`src/rvv_mulmac_pkg.sv`:
```
`default_nettype none

package rvv_mulmac_pkg;

  localparam int num_mul       = 2;
  localparam int sew           = 16;
  localparam int num_lanes     = 4;
  localparam int vlen          = sew * num_lanes;
  localparam int funct6_width  = 6;
  localparam int rob_idx_width = 4;

  // OPMVV funct6 encodings
  localparam logic [funct6_width-1:0] VMUL   = 6'b100101;
  localparam logic [funct6_width-1:0] VMULH  = 6'b100111;
  localparam logic [funct6_width-1:0] VMULHU = 6'b100100;
  localparam logic [funct6_width-1:0] VMACC  = 6'b101101;
  localparam logic [funct6_width-1:0] VNMSAC = 6'b101111;
  localparam logic [funct6_width-1:0] VMADD  = 6'b101001;
  localparam logic [funct6_width-1:0] VNMSUB = 6'b101011;

  typedef struct packed {
    logic [funct6_width-1:0]  funct6;
    logic [vlen-1:0]          vs1_data;
    logic [vlen-1:0]          vs2_data;
    // Old destination value
    logic [vlen-1:0]          vd_data;
    logic [rob_idx_width-1:0] rob_idx;
  } mul_rs_t;

  typedef struct packed {
    logic [rob_idx_width-1:0] rob_idx;
    logic [vlen-1:0]          w_data;
  } pu2rob_t;

  function automatic logic is_mac(input logic [funct6_width-1:0] funct6);
    case (funct6)
      VMACC, VNMSAC, VMADD, VNMSUB: return 1'b1;
      default: return 1'b0;
    endcase
  endfunction

  function automatic logic [sew-1:0] mul_lane(input logic [funct6_width-1:0] funct6,
                                              input logic [sew-1:0]          vs1,
                                              input logic [sew-1:0]          vs2);
    logic signed [2*sew-1:0] prod_s;
    logic [2*sew-1:0]        prod_u;
    prod_s = $signed({{sew{vs1[sew-1]}}, vs1}) * $signed({{sew{vs2[sew-1]}}, vs2});
    prod_u = {{sew{1'b0}}, vs1} * {{sew{1'b0}}, vs2};
    case (funct6)
      VMULH:   return prod_s[2*sew-1:sew];
      VMULHU:  return prod_u[2*sew-1:sew];
      default: return prod_u[sew-1:0];
    endcase
  endfunction

  // VMADD and VNMSUB multiply by the old destination instead of vs2
  function automatic logic mac_vd_is_mult(input logic [funct6_width-1:0] funct6);
    return (funct6 == VMADD) || (funct6 == VNMSUB);
  endfunction

  function automatic logic [sew-1:0] mac_product_lane(input logic [funct6_width-1:0] funct6,
                                                      input logic [sew-1:0] vs1,
                                                      input logic [sew-1:0] vs2,
                                                      input logic [sew-1:0] vd);
    logic [sew-1:0] mult;
    mult = mac_vd_is_mult(funct6) ? vd : vs2;
    return vs1 * mult;
  endfunction

  function automatic logic [sew-1:0] mac_addend_lane(input logic [funct6_width-1:0] funct6,
                                                     input logic [sew-1:0] vs2,
                                                     input logic [sew-1:0] vd);
    return mac_vd_is_mult(funct6) ? vs2 : vd;
  endfunction

  // Negated forms subtract the product from the addend
  function automatic logic [sew-1:0] mac_accum_lane(input logic [funct6_width-1:0] funct6,
                                                    input logic [sew-1:0] prod,
                                                    input logic [sew-1:0] addend);
    if ((funct6 == VNMSAC) || (funct6 == VNMSUB)) begin
      return addend - prod;
    end
    return addend + prod;
  endfunction

  function automatic logic [sew-1:0] mac_lane(input logic [funct6_width-1:0] funct6,
                                              input logic [sew-1:0] vs1,
                                              input logic [sew-1:0] vs2,
                                              input logic [sew-1:0] vd);
    return mac_accum_lane(funct6, mac_product_lane(funct6, vs1, vs2, vd),
                          mac_addend_lane(funct6, vs2, vd));
  endfunction

endpackage

`default_nettype wire

```
`src/rvv_mulmac_if.sv`:
```
`timescale 1ns/1ps
`default_nettype none

interface rvv_mulmac_if #(
  parameter type payload_t = logic
) ();

  logic     valid;
  logic     ready;
  payload_t data;

  // Producer side
  modport src (
    output valid,
    output data,
    input  ready
  );

  // Consumer side
  modport dst (
    input  valid,
    input  data,
    output ready
  );

endinterface

`default_nettype wire

```
`src/rvv_mulmac_dispatch.sv`:
```
`timescale 1ns/1ps
`default_nettype none

module rvv_mulmac_dispatch (
  input  rvv_mulmac_pkg::mul_rs_t [rvv_mulmac_pkg::num_mul-1:0] rs2ex_uop_data,
  input  logic                                                  rs2ex_fifo_empty,
  input  logic                                                  rs2ex_fifo_1left_to_empty,
  output logic [rvv_mulmac_pkg::num_mul-1:0]                    ex2rs_fifo_pop,
  rvv_mulmac_if.src                                             rs2mul,
  rvv_mulmac_if.src                                             rs2mac
);

  logic [rvv_mulmac_pkg::num_mul-1:0] slot_valid;
  logic [rvv_mulmac_pkg::num_mul-1:0] slot_is_mac;
  logic [rvv_mulmac_pkg::num_mul-1:0] slot_ready;
  logic                               mac_first;
  logic                               slot1_go;

  // Two entries visible unless the FIFO is empty or down to one
  assign slot_valid[0] = !rs2ex_fifo_empty;
  assign slot_valid[1] = !(rs2ex_fifo_empty || rs2ex_fifo_1left_to_empty);

  assign slot_is_mac[0] = slot_valid[0] && rvv_mulmac_pkg::is_mac(rs2ex_uop_data[0].funct6);
  assign slot_is_mac[1] = slot_valid[1] && rvv_mulmac_pkg::is_mac(rs2ex_uop_data[1].funct6);

  // Routing table
  //   slot0 MUL, slot1 MUL : slot1 held
  //   slot0 MUL, slot1 MAC : straight
  //   slot0 MAC, slot1 MUL : swapped
  //   slot0 MAC, slot1 MAC : slot1 held
  always_comb begin
    mac_first = 1'b0;
    slot1_go  = 1'b0;
    case ({slot_is_mac[1], slot_is_mac[0]})
      2'b10: begin
        slot1_go = 1'b1;
      end
      2'b01: begin
        mac_first = 1'b1;
        slot1_go  = slot_valid[1];
      end
      2'b11: begin
        mac_first = 1'b1;
      end
      default: begin
        slot1_go = 1'b0;
      end
    endcase
  end

  assign slot_ready[0] = mac_first ? rs2mac.ready : rs2mul.ready;
  assign slot_ready[1] = mac_first ? rs2mul.ready : rs2mac.ready;

  // Slot 1 never leaves ahead of slot 0
  assign ex2rs_fifo_pop[0] = slot_valid[0] && slot_ready[0];
  assign ex2rs_fifo_pop[1] = slot1_go && slot_ready[1] && ex2rs_fifo_pop[0];

  // Slot 1 is offered only together with a slot 0 pop so that
  // every unit transfer matches exactly one FIFO pop
  assign rs2mul.valid = mac_first ? (slot1_go && ex2rs_fifo_pop[0]) : slot_valid[0];
  assign rs2mul.data  = mac_first ? rs2ex_uop_data[1] : rs2ex_uop_data[0];

  assign rs2mac.valid = mac_first ? slot_valid[0] : (slot1_go && ex2rs_fifo_pop[0]);
  assign rs2mac.data  = mac_first ? rs2ex_uop_data[0] : rs2ex_uop_data[1];

endmodule

`default_nettype wire

```
`src/flat_wrapper.sv`:
```
// flat-port wrapper written by rule: the top's interface ports become plain ports
module rvv_mulmac_dispatch_flat 
  (rs2ex_uop_data, rs2ex_fifo_empty, rs2ex_fifo_1left_to_empty, ex2rs_fifo_pop, rs2mul_valid, rs2mul_data, rs2mul_ready, rs2mac_valid, rs2mac_data, rs2mac_ready);
  rvv_mulmac_if rs2mul_i ();
  rvv_mulmac_if rs2mac_i ();
  input  rvv_mulmac_pkg::mul_rs_t [rvv_mulmac_pkg::num_mul-1:0] rs2ex_uop_data;
  input  logic rs2ex_fifo_empty;
  input  logic rs2ex_fifo_1left_to_empty;
  output logic [rvv_mulmac_pkg::num_mul-1:0] ex2rs_fifo_pop;
  output wire logic [$bits(rs2mul_i.valid)-1:0] rs2mul_valid;
  output wire logic [$bits(rs2mul_i.data)-1:0] rs2mul_data;
  input wire logic [$bits(rs2mul_i.ready)-1:0] rs2mul_ready;
  output wire logic [$bits(rs2mac_i.valid)-1:0] rs2mac_valid;
  output wire logic [$bits(rs2mac_i.data)-1:0] rs2mac_data;
  input wire logic [$bits(rs2mac_i.ready)-1:0] rs2mac_ready;
  assign rs2mul_valid = rs2mul_i.valid;
  assign rs2mul_data = rs2mul_i.data;
  assign rs2mul_i.ready = rs2mul_ready;
  assign rs2mac_valid = rs2mac_i.valid;
  assign rs2mac_data = rs2mac_i.data;
  assign rs2mac_i.ready = rs2mac_ready;
  rvv_mulmac_dispatch u_core (.rs2ex_uop_data(rs2ex_uop_data), .rs2ex_fifo_empty(rs2ex_fifo_empty), .rs2ex_fifo_1left_to_empty(rs2ex_fifo_1left_to_empty), .ex2rs_fifo_pop(ex2rs_fifo_pop), .rs2mul(rs2mul_i), .rs2mac(rs2mac_i));
endmodule
```
`config.mk`:
```
export PLATFORM = sky130hd
export DESIGN_NAME = rvv_mulmac_dispatch_flat
export DESIGN_NICKNAME = d
export VERILOG_FILES = /design/src/rvv_mulmac_pkg.sv /design/src/rvv_mulmac_if.sv /design/src/rvv_mulmac_dispatch.sv /design/src/flat_wrapper.sv
export SDC_FILE = /design/constraint.sdc
export NUM_CORES = 1
export LEC_CHECK = 0
export ABC_CLOCK_PERIOD_IN_PS = 4100
export BUFFER_PORTS_ARGS = -buffer_cell sky130_fd_sc_hd__buf_2
export CAP_MARGIN = 25
export CORE_AREA = 2 2 160 162
export DETAILED_ROUTE_END_ITERATION = 7
export DIE_AREA = 0 0 162 164
export SLEW_MARGIN = 15
export SYNTH_ARGS = -nofsm -noshare
export SYNTH_HDL_FRONTEND = slang
export SYNTH_SLANG_ARGS = --single-unit
export TNS_END_PERCENT = 5
```
`constraint.sdc`:
```
create_clock -name vclk -period 4.1
set_clock_uncertainty 0.2 [all_clocks]
set_input_delay 0.82 -clock vclk [all_inputs]
set_output_delay 0.82 -clock vclk [all_outputs]
set_load 0.01 [all_outputs]
```
# == After elaboration in Yosys (flattened, before gate mapping) ==
# Cells that the tools add are included.
# Widths: inputs -> output; s select.
# classes
muxes,10
n_eq_ne,11
n_reduce_logical,12
order_cmp,0
n_bitwise,0
n_addsub,0
shifts,0
multipliers,0
div,0
# op_table
cell,n
$eq 6x6->1 const B,8
$mux 1,9
$reduce_or 4->1,2
$logic_and 1x1->1,6
$eq 2x2->1 const B,2
$eq 2x1->1 const B,1
$logic_not 1->1,2
$pmux 1 s2,1
$reduce_or 2->1,1
$logic_or 1x1->1,1
# totals
mem_bits_rw,0
mem_bits_ro,0
regBits,0
input_bits,408
output_inout_bits,6
latchBits,0
wordCells,33
n_memories,0

# == Depth between registers and ports, before layout ==
# Gate-level depths: netlist of the first run.
# logic_depth
ltp_word,11
depth_mapped,6
ltp_nobuf,6

# == Worst setup path after synthesis of the first run ==
# No wires, ideal clock.
# synth_path
kind,input port to output port
start,in rs2ex_uop_data[402] (netlist bit)
end,out rs2mul_valid
setup_slack_ns,1.090
t_required_ns,3.080
arrival_time_ns,1.990
cell_stages,6
path_buffers,0
path_cell_list,nand4b_1 or3_1 ha_1 nor2b_1 o21ai_0 a21oi_1
# synth_via
elab_chain_cells,11
word_cells_on_any_way,17
classes_between,eq/ne (7); mux (5); reduce/logical (5)
# synth_lines
item,line,source
"start, declared",flat_wrapper.sv:6,input rvv_mulmac_pkg::mul_rs_t [rvv_mulmac_pkg::num_mul-1:0] rs2ex_uop_data;
$eq 6x6->1,rvv_mulmac_pkg.sv:36,case (funct6)
$reduce_or 4->1 *,rvv_mulmac_pkg.sv:36,
$mux 1 *,rvv_mulmac_pkg.sv:36,
$logic_and 1x1->1 *,rvv_mulmac_dispatch.sv:24,assign slot_is_mac[1] = slot_valid[1] && rvv_mulmac_pkg::is_mac(rs2ex_uop_data[1].funct6);
$eq 2x2->1 / $eq 2x1->1 (equally long branches),rvv_mulmac_dispatch.sv:34,"case ({slot_is_mac[1], slot_is_mac[0]})"
$reduce_or 2->1 (no source line),n/a,
$mux 1,rvv_mulmac_dispatch.sv:34,
$mux 1,rvv_mulmac_dispatch.sv:51,assign slot_ready[0] = mac_first ? rs2mac.ready : rs2mul.ready;
$logic_and 1x1->1,rvv_mulmac_dispatch.sv:55,assign ex2rs_fifo_pop[0] = slot_valid[0] && slot_ready[0];
$logic_and 1x1->1,rvv_mulmac_dispatch.sv:60,assign rs2mul.valid = mac_first ? (slot1_go && ex2rs_fifo_pop[0]) : slot_valid[0];
$mux 1 *,rvv_mulmac_dispatch.sv:60,
"end, declared",flat_wrapper.sv:10,output wire logic [$bits(rs2mul_i.valid)-1:0] rs2mul_valid;
# Mark *: on every way between the ends. The rest lies on a longest branch, timed or not.

# == Final worst setup path of the first run ==
# Same ends and word-level chain as after synthesis.

==> impl_metrics.csv, run 1 <==
group,metric,value,unit
run_status,status,"finished, final reports clean",
cells_and_area,regArea,0,um2
global_routing,grt_pass1_wl,1.531,mm
route,wl,1.077,mm
setup_path,critPathArrivalTime,2390,ps
min_path,whs_endpoint,"ex2rs_fifo_pop[1]",
route,top_layer_used,"met3",
timing,worst_pin_slew,413.5,ps
clock_tree,post-cts-setup-buffers,0,
floorplanning,dieWidth,162,um
cells_and_area,layout_common_cells,"20 x buf_2, 3 x inv_1, 3 x nor2_1",
timing,fin_crit,3405,ps
route,wl_per_cell,2.895,um
route,drt.antenna.violating_nets,0,
route,route.met2.wl,483,um
placed_design,io_buffers,20,
setup_path,critPathLaunchType,"primary input",
global_routing,grt_use_total,0.008012,
run,max_cap_violations,0,
global_routing,antenna_found_initial,0,
setup_path,worstPathMaxFanout,2,
min_path,min-delay-path-class,"primary input to output port",
cells_and_area,diodes,0,
timing,max_freq,293.7,MHz
clock_tree,cts-resized-gates,0,
timing,report.final.slew_viol_count,0,
synthesis,synthesis.area,171.4,um2
setup_path,cp_slowest_cell,"o21ai_0",
cells_and_area,synthToLayoutAreaGrowth,299.3,%
floorplanning,ioPinCount,414,
synthesis,syn_nets,432,
cells_and_area,final_common_cell,"buf_2",
placed_design,globalplace.congestion,0.5682,
cells_and_area,num-fill-cells,2994,
setup_path,cp_common_cell,"buf_2",
synthesis,ys_warn_count,0,
route,firstDrtPassIters,3,
route,drtIter0Drc,6,
timing,rsz0062_at_grt,"false",
floorplanning,start_util,0.006907,
cells_and_area,clock_buffers,0,
floorplanning,fp.dieArea,26570,um2
cells_and_area,multi_input_area,156.4,um2
pwr,static-leakage-power,0.1844,nW
min_path,hold_depth,4,
clock_tree,ctsHoldBuffers,0,
timing,hold_violations,0,
pwr,peakVddDrop,0.01102,mV
setup_path,cp.required,3080,ps
setup_path,crit_chain,"buf_2 > nand4b_1 > or3_1 > ha_1 > nor2b_1 > o21ai_0 > a21oi_1 > buf_2",
global_routing,grt_overflow,0,
timing,slew_headroom,0.7214,
synthesis,yosysUniqueCellTypes,16,
cells_and_area,final_nets,454,
floorplanning,fp-row-count,58,
pwr,pwr_density_cell,28.94,nW/um2
timing,setup_viol,0,
cells_and_area,final_layout_size_suffix_gt1_frac,0.5952,
route,route.met3.wl,45,um
timing,min_period_over_period,0.8306,
pwr,power,0.01981,mW
timing,fin_tns_setup,0,ps
cells_and_area,flops_and_latches,0,
route,drc,0,
setup_path,worstSetupPathType,"primary input to output port",
synthesis,syn-instance-count,22,
synthesis,syn_avg_cell_area,7.792,um2
setup_path,slowest_delay,350,ps
floorplanning,die_h,164,um
min_path,worstHoldStart,"rs2mac_ready",
route,num_vias,234,
route,avgViaCountPerCell,0.6290,
floorplanning,core-area,24820,um2
setup_path,end_kind,"output port",
global_routing,grt_pass1_vias,243,
route,wl_met1,549,um
global_routing,grt_max_degree,6,
synthesis,yosysSeqAreaShare,0,
==> per-layer routing <==
metal / track usage / vias to the layer above
li1: - / 116
met1: 0.01125 / 102
met2: 0.01470 / 16
met3: 0 / 0
met4: 0 / 0
met5: 0 / -
==> cells by family (layout without fill, tap and decap cells) <==
family | after synthesis | count (layout) | share of synthesized area
buffers and inverters | 4 | 24 | 0.08757
and+or+nand+nor | 10 | 10 | 0.4525
muxes | 3 | 3 | 0.2117
adders and majority gates | 2 | 2 | 0.1460
AOI/OAI and AO/OA | 3 | 3 | 0.1022
==> report_power, final <==
group / switching, mW / total (mW) / internal, mW
sequential: 0 / 0 / 0
combinational: 0.00978 / 0.0198 / 0.0100
clock: 0 / 0 / 0
total: 0.00978 / 0.0198 / 0.0100
==> Yosys cell counts (all sizes together) <==
master  n  area share
or3     1       0.037
nand4b  2        0.19
o211ai  1       0.044
nor2    4        0.13
mux2i   1       0.058
nand2   1       0.022
mux2    2        0.15
ha      2        0.15
inv     4       0.088
a21oi   1       0.029
o21ai   1       0.029
nor2b   2       0.073
==> cell type report <==
class,count,share of cell area
Inverter,4,0.02194
Timing Repair Buffer,20,0.1463
Multi-Input combinational cell,18,0.2285
Tap cell,330,0.6033
==> critical path, delay by kind of cell <==
family / cells / cell delay, ps
AOI/OAI and AO/OA: 2 / 470
adders and majority gates: 1 / 200
buffers and inverters: 2 / 250
and+or+nand+nor: 3 / 630
==> worst max path at each step <==
stage,end,start,cells after the start
global route,rs2mul_valid,rs2ex_uop_data[402],8
finish,rs2mul_valid,rs2ex_uop_data[402],8
CTS,rs2mul_valid,rs2ex_uop_data[402],8
detailed placement,rs2mul_valid,rs2ex_uop_data[402],8
global placement,rs2mul_valid,rs2ex_uop_data[402],8
floorplan,rs2mul_valid,rs2ex_uop_data[402],6
==> per-stage QoR <==
step	setup slack [ps]	area (um2)	instances	util	hold WS (ps)
global route	488.7	684.4	372	0.02758	1780
CTS	689.5	684.4	372	0.02758	1756
finish	694.6	684.4	372	0.02758	1756
floorplan	1090	171.4	22	-	1484
global placement	702.2	684.4	372	0.02758	1757
detailed placement	696.4	684.4	372	0.02758	1754
Note: power is estimated with default switching activity, not from simulation.
==> inputs of run 2 (changes only) <==
ABC_CLOCK_PERIOD_IN_PS = 3100   (was 4100)
clock period = 3.1 ns   (was 4.1 ns; I/O delays follow)
==> impl_metrics.csv, run 2 (synthesis results as in run 1) <==
group,metric,value,unit
cells_and_area,regArea,0,um2
route,drt.antenna.violating_nets,0,
floorplanning,start_util,0.006907,
floorplanning,dieWidth,162,um
timing,report.final.slew_viol_count,0,
timing,hold_violations,0,
pwr,pwr_density_cell,38.44,nW/um2
route,wl_per_cell,2.895,um
run,max_cap_violations,0,
cells_and_area,num-fill-cells,2994,
cells_and_area,utilization,0.02758,
pwr,peakVddDrop,0.01471,mV
timing,fin_tns_setup,0,ps
placed_design,globalplace.congestion,0.5682,
placed_design,dp_slack,96.39,ps
timing,rsz0062_at_grt,"false",
timing,worst_pin_slew,214.1,ps
global_routing,antenna_found_initial,0,
timing,max_freq,347.5,MHz
cells_and_area,clock_buffers,0,
route,avgViaCountPerCell,0.6237,
floorplanning,fp-row-count,58,
route,drtIter0Drc,0,
cells_and_area,final_common_cell,"buf_2",
setup_path,critPathArrivalTime,2060,ps
timing,slew_headroom,0.8532,
global_routing,grt_pass1_vias,243,
timing,min_period_over_period,0.9282,
timing,hold_slack,1356,ps
run_status,status,"finished, final reports clean",
route,wl,1.077,mm
min_path,min-delay-path-class,"primary input to output port",
cells_and_area,final_layout_size_suffix_gt1_frac,0.5952,
timing,setup_viol,0,
floorplanning,fp.dieArea,26570,um2
setup_path,cp.required,2280,ps
setup_path,worstPathMaxFanout,2,
global_routing,grt_overflow,0,
pwr,static-leakage-power,0.1844,nW
route,drc,0,
floorplanning,die_h,164,um
floorplanning,ioPinCount,414,
timing,setup_slack,222.5,ps
cells_and_area,layout_common_cells,"20 x buf_2, 3 x inv_1, 3 x nor2_1",
setup_path,end_kind,"output port",
timing,fin_crit,2877,ps
setup_path,worstSetupPathType,"primary input to output port",
setup_path,critPathLaunchType,"primary input",
global_routing,grt_use_total,0.008012,
route,firstDrtPassIters,1,
route,num_vias,232,
floorplanning,core-area,24820,um2
clock_tree,ctsHoldBuffers,0,
global_routing,grt_pass1_wl,1.531,mm
cells_and_area,synthToLayoutAreaGrowth,299.3,%
placed_design,io_buffers,20,
cells_and_area,final_nets,454,
global_routing,grt_max_degree,6,
cells_and_area,diodes,0,
cells_and_area,flops_and_latches,0,
## run 2: cell counts in the layout (fill, tap and decap cells not counted)
Identical to the previous run, type by type.
## run 2: final timing paths
path           startpoint                 to  slack [ps]  depth (start not counted)
min          rs2mac_ready  ex2rs_fifo_pop[1]        1360                          4
max   rs2ex_uop_data[402]       rs2mul_valid         220                          8
## run 2: worst max-delay path, cell delays in order
cell,delay [ps]
buf_2,90
nand4b_1,160
or3_1,340
ha_1,320
nor2b_1,110
o21ai_1,110
a21oi_1,130
buf_2,160
## run 2: timing repair
action	4_1_cts	5_1_grt
gates resized for setup	0	1
buffers inserted	0	0
endpoints found under the setup margin	0	1
## run 2: cell type report
class                      count  area [um2]  area share
tap                          330       412.9      0.6033
multi-input combinational     18       156.4      0.2285
timing repair buffer          20       100.1      0.1463
inverter                       4       15.01     0.02194
## run 2: metrics by stage
step	total power, mW	instances	instance area (um2)
after floorplan	0.009191	22	171.4
after global placement	0.02736	372	684.4
after detailed placement	0.02776	372	684.4
after CTS	0.02782	372	684.4
after global routing	0.03002	372	684.4
final	0.02631	372	684.4
## run 2: report_power, final
group | total (mW) | switching (mW) | internal [mW] | leakage [nW]
Clock | 0 | 0 | 0 | 0
Combinational | 0.0263 | 0.0130 | 0.0133 | 0.184
Sequential | 0 | 0 | 0 | 0
Total | 0.0263 | 0.0130 | 0.0133 | 0.184
## run 2: per-layer routing
layer,global-route usage,up-vias,wire (um)
met1,0.01125,100,551
met2,0.01470,16,480
li1,-,116,-
met4,0,0,0
met3,0,0,45
met5,0,-,0
==> inputs of run 3 (changes only) <==
ABC_AREA = 1   (was unset)
CORE_AREA = 2 2 162 164   (was 2 2 160 162)
DIE_AREA = 0 0 164 166   (was 0 0 162 164)
==> impl_metrics.csv, run 3 <==
group,metric,value,unit
timing,worst_pin_slew,171.5,ps
timing,max_freq,374.2,MHz
cells_and_area,num-fill-cells,3043,
floorplanning,fp-row-count,59,
cells_and_area,diodes,0,
route,avgViaCountPerCell,0.7320,
cells_and_area,layout_common_cells,"20 x buf_2, 8 x nand2_1, 6 x inv_1",
timing,min_period_over_period,0.8620,
global_routing,grt_overflow,0,
route,wl,1.052,mm
global_routing,grt_pass1_wl,1.435,mm
synthesis,yosysUniqueCellTypes,14,
setup_path,cp_slowest_cell,"ha_1",
synthesis,yosysSeqAreaShare,0,
timing,hold_violations,0,
synthesis,yosys.area_share.adder,0.1258,
setup_path,crit_chain,"buf_2 > nand2_2 > nor2_4 > nand2_4 > inv_1 > ha_1 > nor2_1 > nand2_1 > nor2_1 > buf_2",
timing,rsz0062_at_grt,"false",
clock_tree,ctsHoldBuffers,0,
placed_design,io_buffers,20,
cells_and_area,flops_and_latches,0,
clock_tree,cts-resized-gates,0,
floorplanning,dieWidth,164,um
setup_path,cp.required,2280,ps
global_routing,grt_pass1_vias,216,
pwr,static-leakage-power,0.2023,nW
setup_path,critPathLaunch,"rs2ex_uop_data[201]",
setup_path,worst-path-buf-inv,3,
global_routing,grt_max_degree,9,
run,max_cap_violations,0,
synthesis,syn-instance-count,33,
pwr,pwr_density_cell,39.60,nW/um2
synthesis,synth_area_leader_cell,"nand2_1",
setup_path,worstSetupPathType,"primary input to output port",
floorplanning,core-area,25620,um2
synthesis,synth.area.mux_share,0,
timing,slew_headroom,0.8848,
cells_and_area,final_common_cell,"buf_2",
setup_path,cpLargestDelayFamily,"simple AND/OR/NAND/NOR gates",
cells_and_area,final_nets,465,
synthesis,synth-xor-area-share,0,
cells_and_area,regArea,0,um2
cells_and_area,final_layout_size_suffix_gt1_frac,0.4906,
floorplanning,start_util,0.007766,
synthesis,synth_compound_area_frac,0.1006,
global_routing,grt_use_total,0.007472,
cells_and_area,clock_buffers,0,
floorplanning,ioPinCount,414,
setup_path,critPathArrivalTime,1850,ps
placed_design,globalplace.congestion,0.5868,
run_status,status,"finished, final reports clean",
floorplanning,die_h,166,um
clock_tree,post-cts-setup-buffers,0,
synthesis,syn_nets,443,
pwr,switchingPower,0.01491,mW
synthesis,syn_avg_cell_area,6.029,um2
synthesis,post_synth_and_or_nand_nor_area_fraction,0.6604,
route,drtIter0Drc,3,
setup_path,end_kind,"output port",
synthesis,yosys-top-cells-count,"8 x nand2_1, 6 x inv_1, 3 x nor2_1",
pwr,combPwrFrac,1.000,
timing,report.final.slew_viol_count,0,
synthesis,synth_top_area_share,0.1509,
setup_path,critPathLaunchType,"primary input",
route,wl_per_cell,2.711,um
timing,setup_viol,0,
route,firstDrtPassIters,4,
setup_path,slowest_delay,240,ps
synthesis,synthesis.area,198.9,um2
placed_design,dp_hpwl,1.024,mm
timing,fin_crit,2672,ps
pwr,pwr-share-clk,0,
pwr,internal_power,0.01353,mW
cells_and_area,utilization,0.02804,
synthesis,synth.most_common_cell,"nand2_1",
min_path,min-delay-path-class,"primary input to output port",
timing,fin_tns_setup,0,ps
cells_and_area,synthToLayoutAreaGrowth,261.0,%
floorplanning,fp.dieArea,27220,um2
synthesis,ys_warn_count,0,
route,num_vias,284,
pwr,peakVddDrop,0.02679,mV
pwr,seqPwrFrac,0,
synthesis,synth_area_leaders,"nand2_1 15%, ha_1 13%, inv_1 11%",
route,drt.antenna.violating_nets,0,
synthesis,synth_top_family_by_area,"simple AND/OR/NAND/NOR gates",
global_routing,antenna_found_initial,0,
pwr,switching_share,0.5242,
route,drc,0,
setup_path,worstPathMaxFanout,8,
min_path,worstHoldStart,"rs2ex_uop_data[202]",
==> run 3: area by class of cell <==
| cell class | instances | area [um2] | area share |
|---|---|---|---|
| inverter | 6 | 22.52 | 0.03136 |
| multi-input combinational | 27 | 176.4 | 0.2456 |
| tap | 335 | 419.2 | 0.5836 |
| timing repair buffer | 20 | 100.1 | 0.1394 |
==> run 3: worst paths after layout <==
kind / end / cells past startpoint
setup / recovery: ex2rs_fifo_pop[1] / 10
hold / removal: rs2mac_data / 4
==> run 3: per-layer routing <==
layer / wire length, um / part of all wire / global-route usage
met5: 0 / 0 / 0
met3: 45 / 0.043 / 0
met1: 489 / 0.46 / 0.009514
met2: 516 / 0.49 / 0.01480
met4: 0 / 0 / 0
==> run 3: kinds of logic (layout without fill, tap and decap cells) <==
family | count (synthesis) | count (layout)
AND/OR/NAND/NOR | 21 | 21
adder cells (fa/ha/maj) | 2 | 2
buffers and inverters | 6 | 26
AO/OA/AOI/OAI | 4 | 4
==> run 3: power groups by stage <==
stage | Sequential (mW) | Combinational (mW) | Clock (mW)
after floorplan | 0 | 0.0136 | 0
after global placement | 0 | 0.0289 | 0
after detailed placement | 0 | 0.0291 | 0
after CTS | 0 | 0.0292 | 0
after global routing | 0 | 0.0322 | 0
final | 0 | 0.0284 | 0
==> run 3: stage by stage <==
stage / setup WS, ps / power [mW] / cell area, um2 / hold slack [ps] / std cells
after floorplan: 695.2 / 0.01361 / 198.9 / 1155 / 33
after global placement: 380.8 / 0.02894 / 718.2 / 1344 / 388
after detailed placement: 386.1 / 0.02906 / 718.2 / 1354 / 388
after CTS: 380.5 / 0.02924 / 718.2 / 1357 / 388
after global routing: 272.1 / 0.03225 / 718.2 / 1416 / 388
final: 427.7 / 0.02844 / 718.2 / 1352 / 388
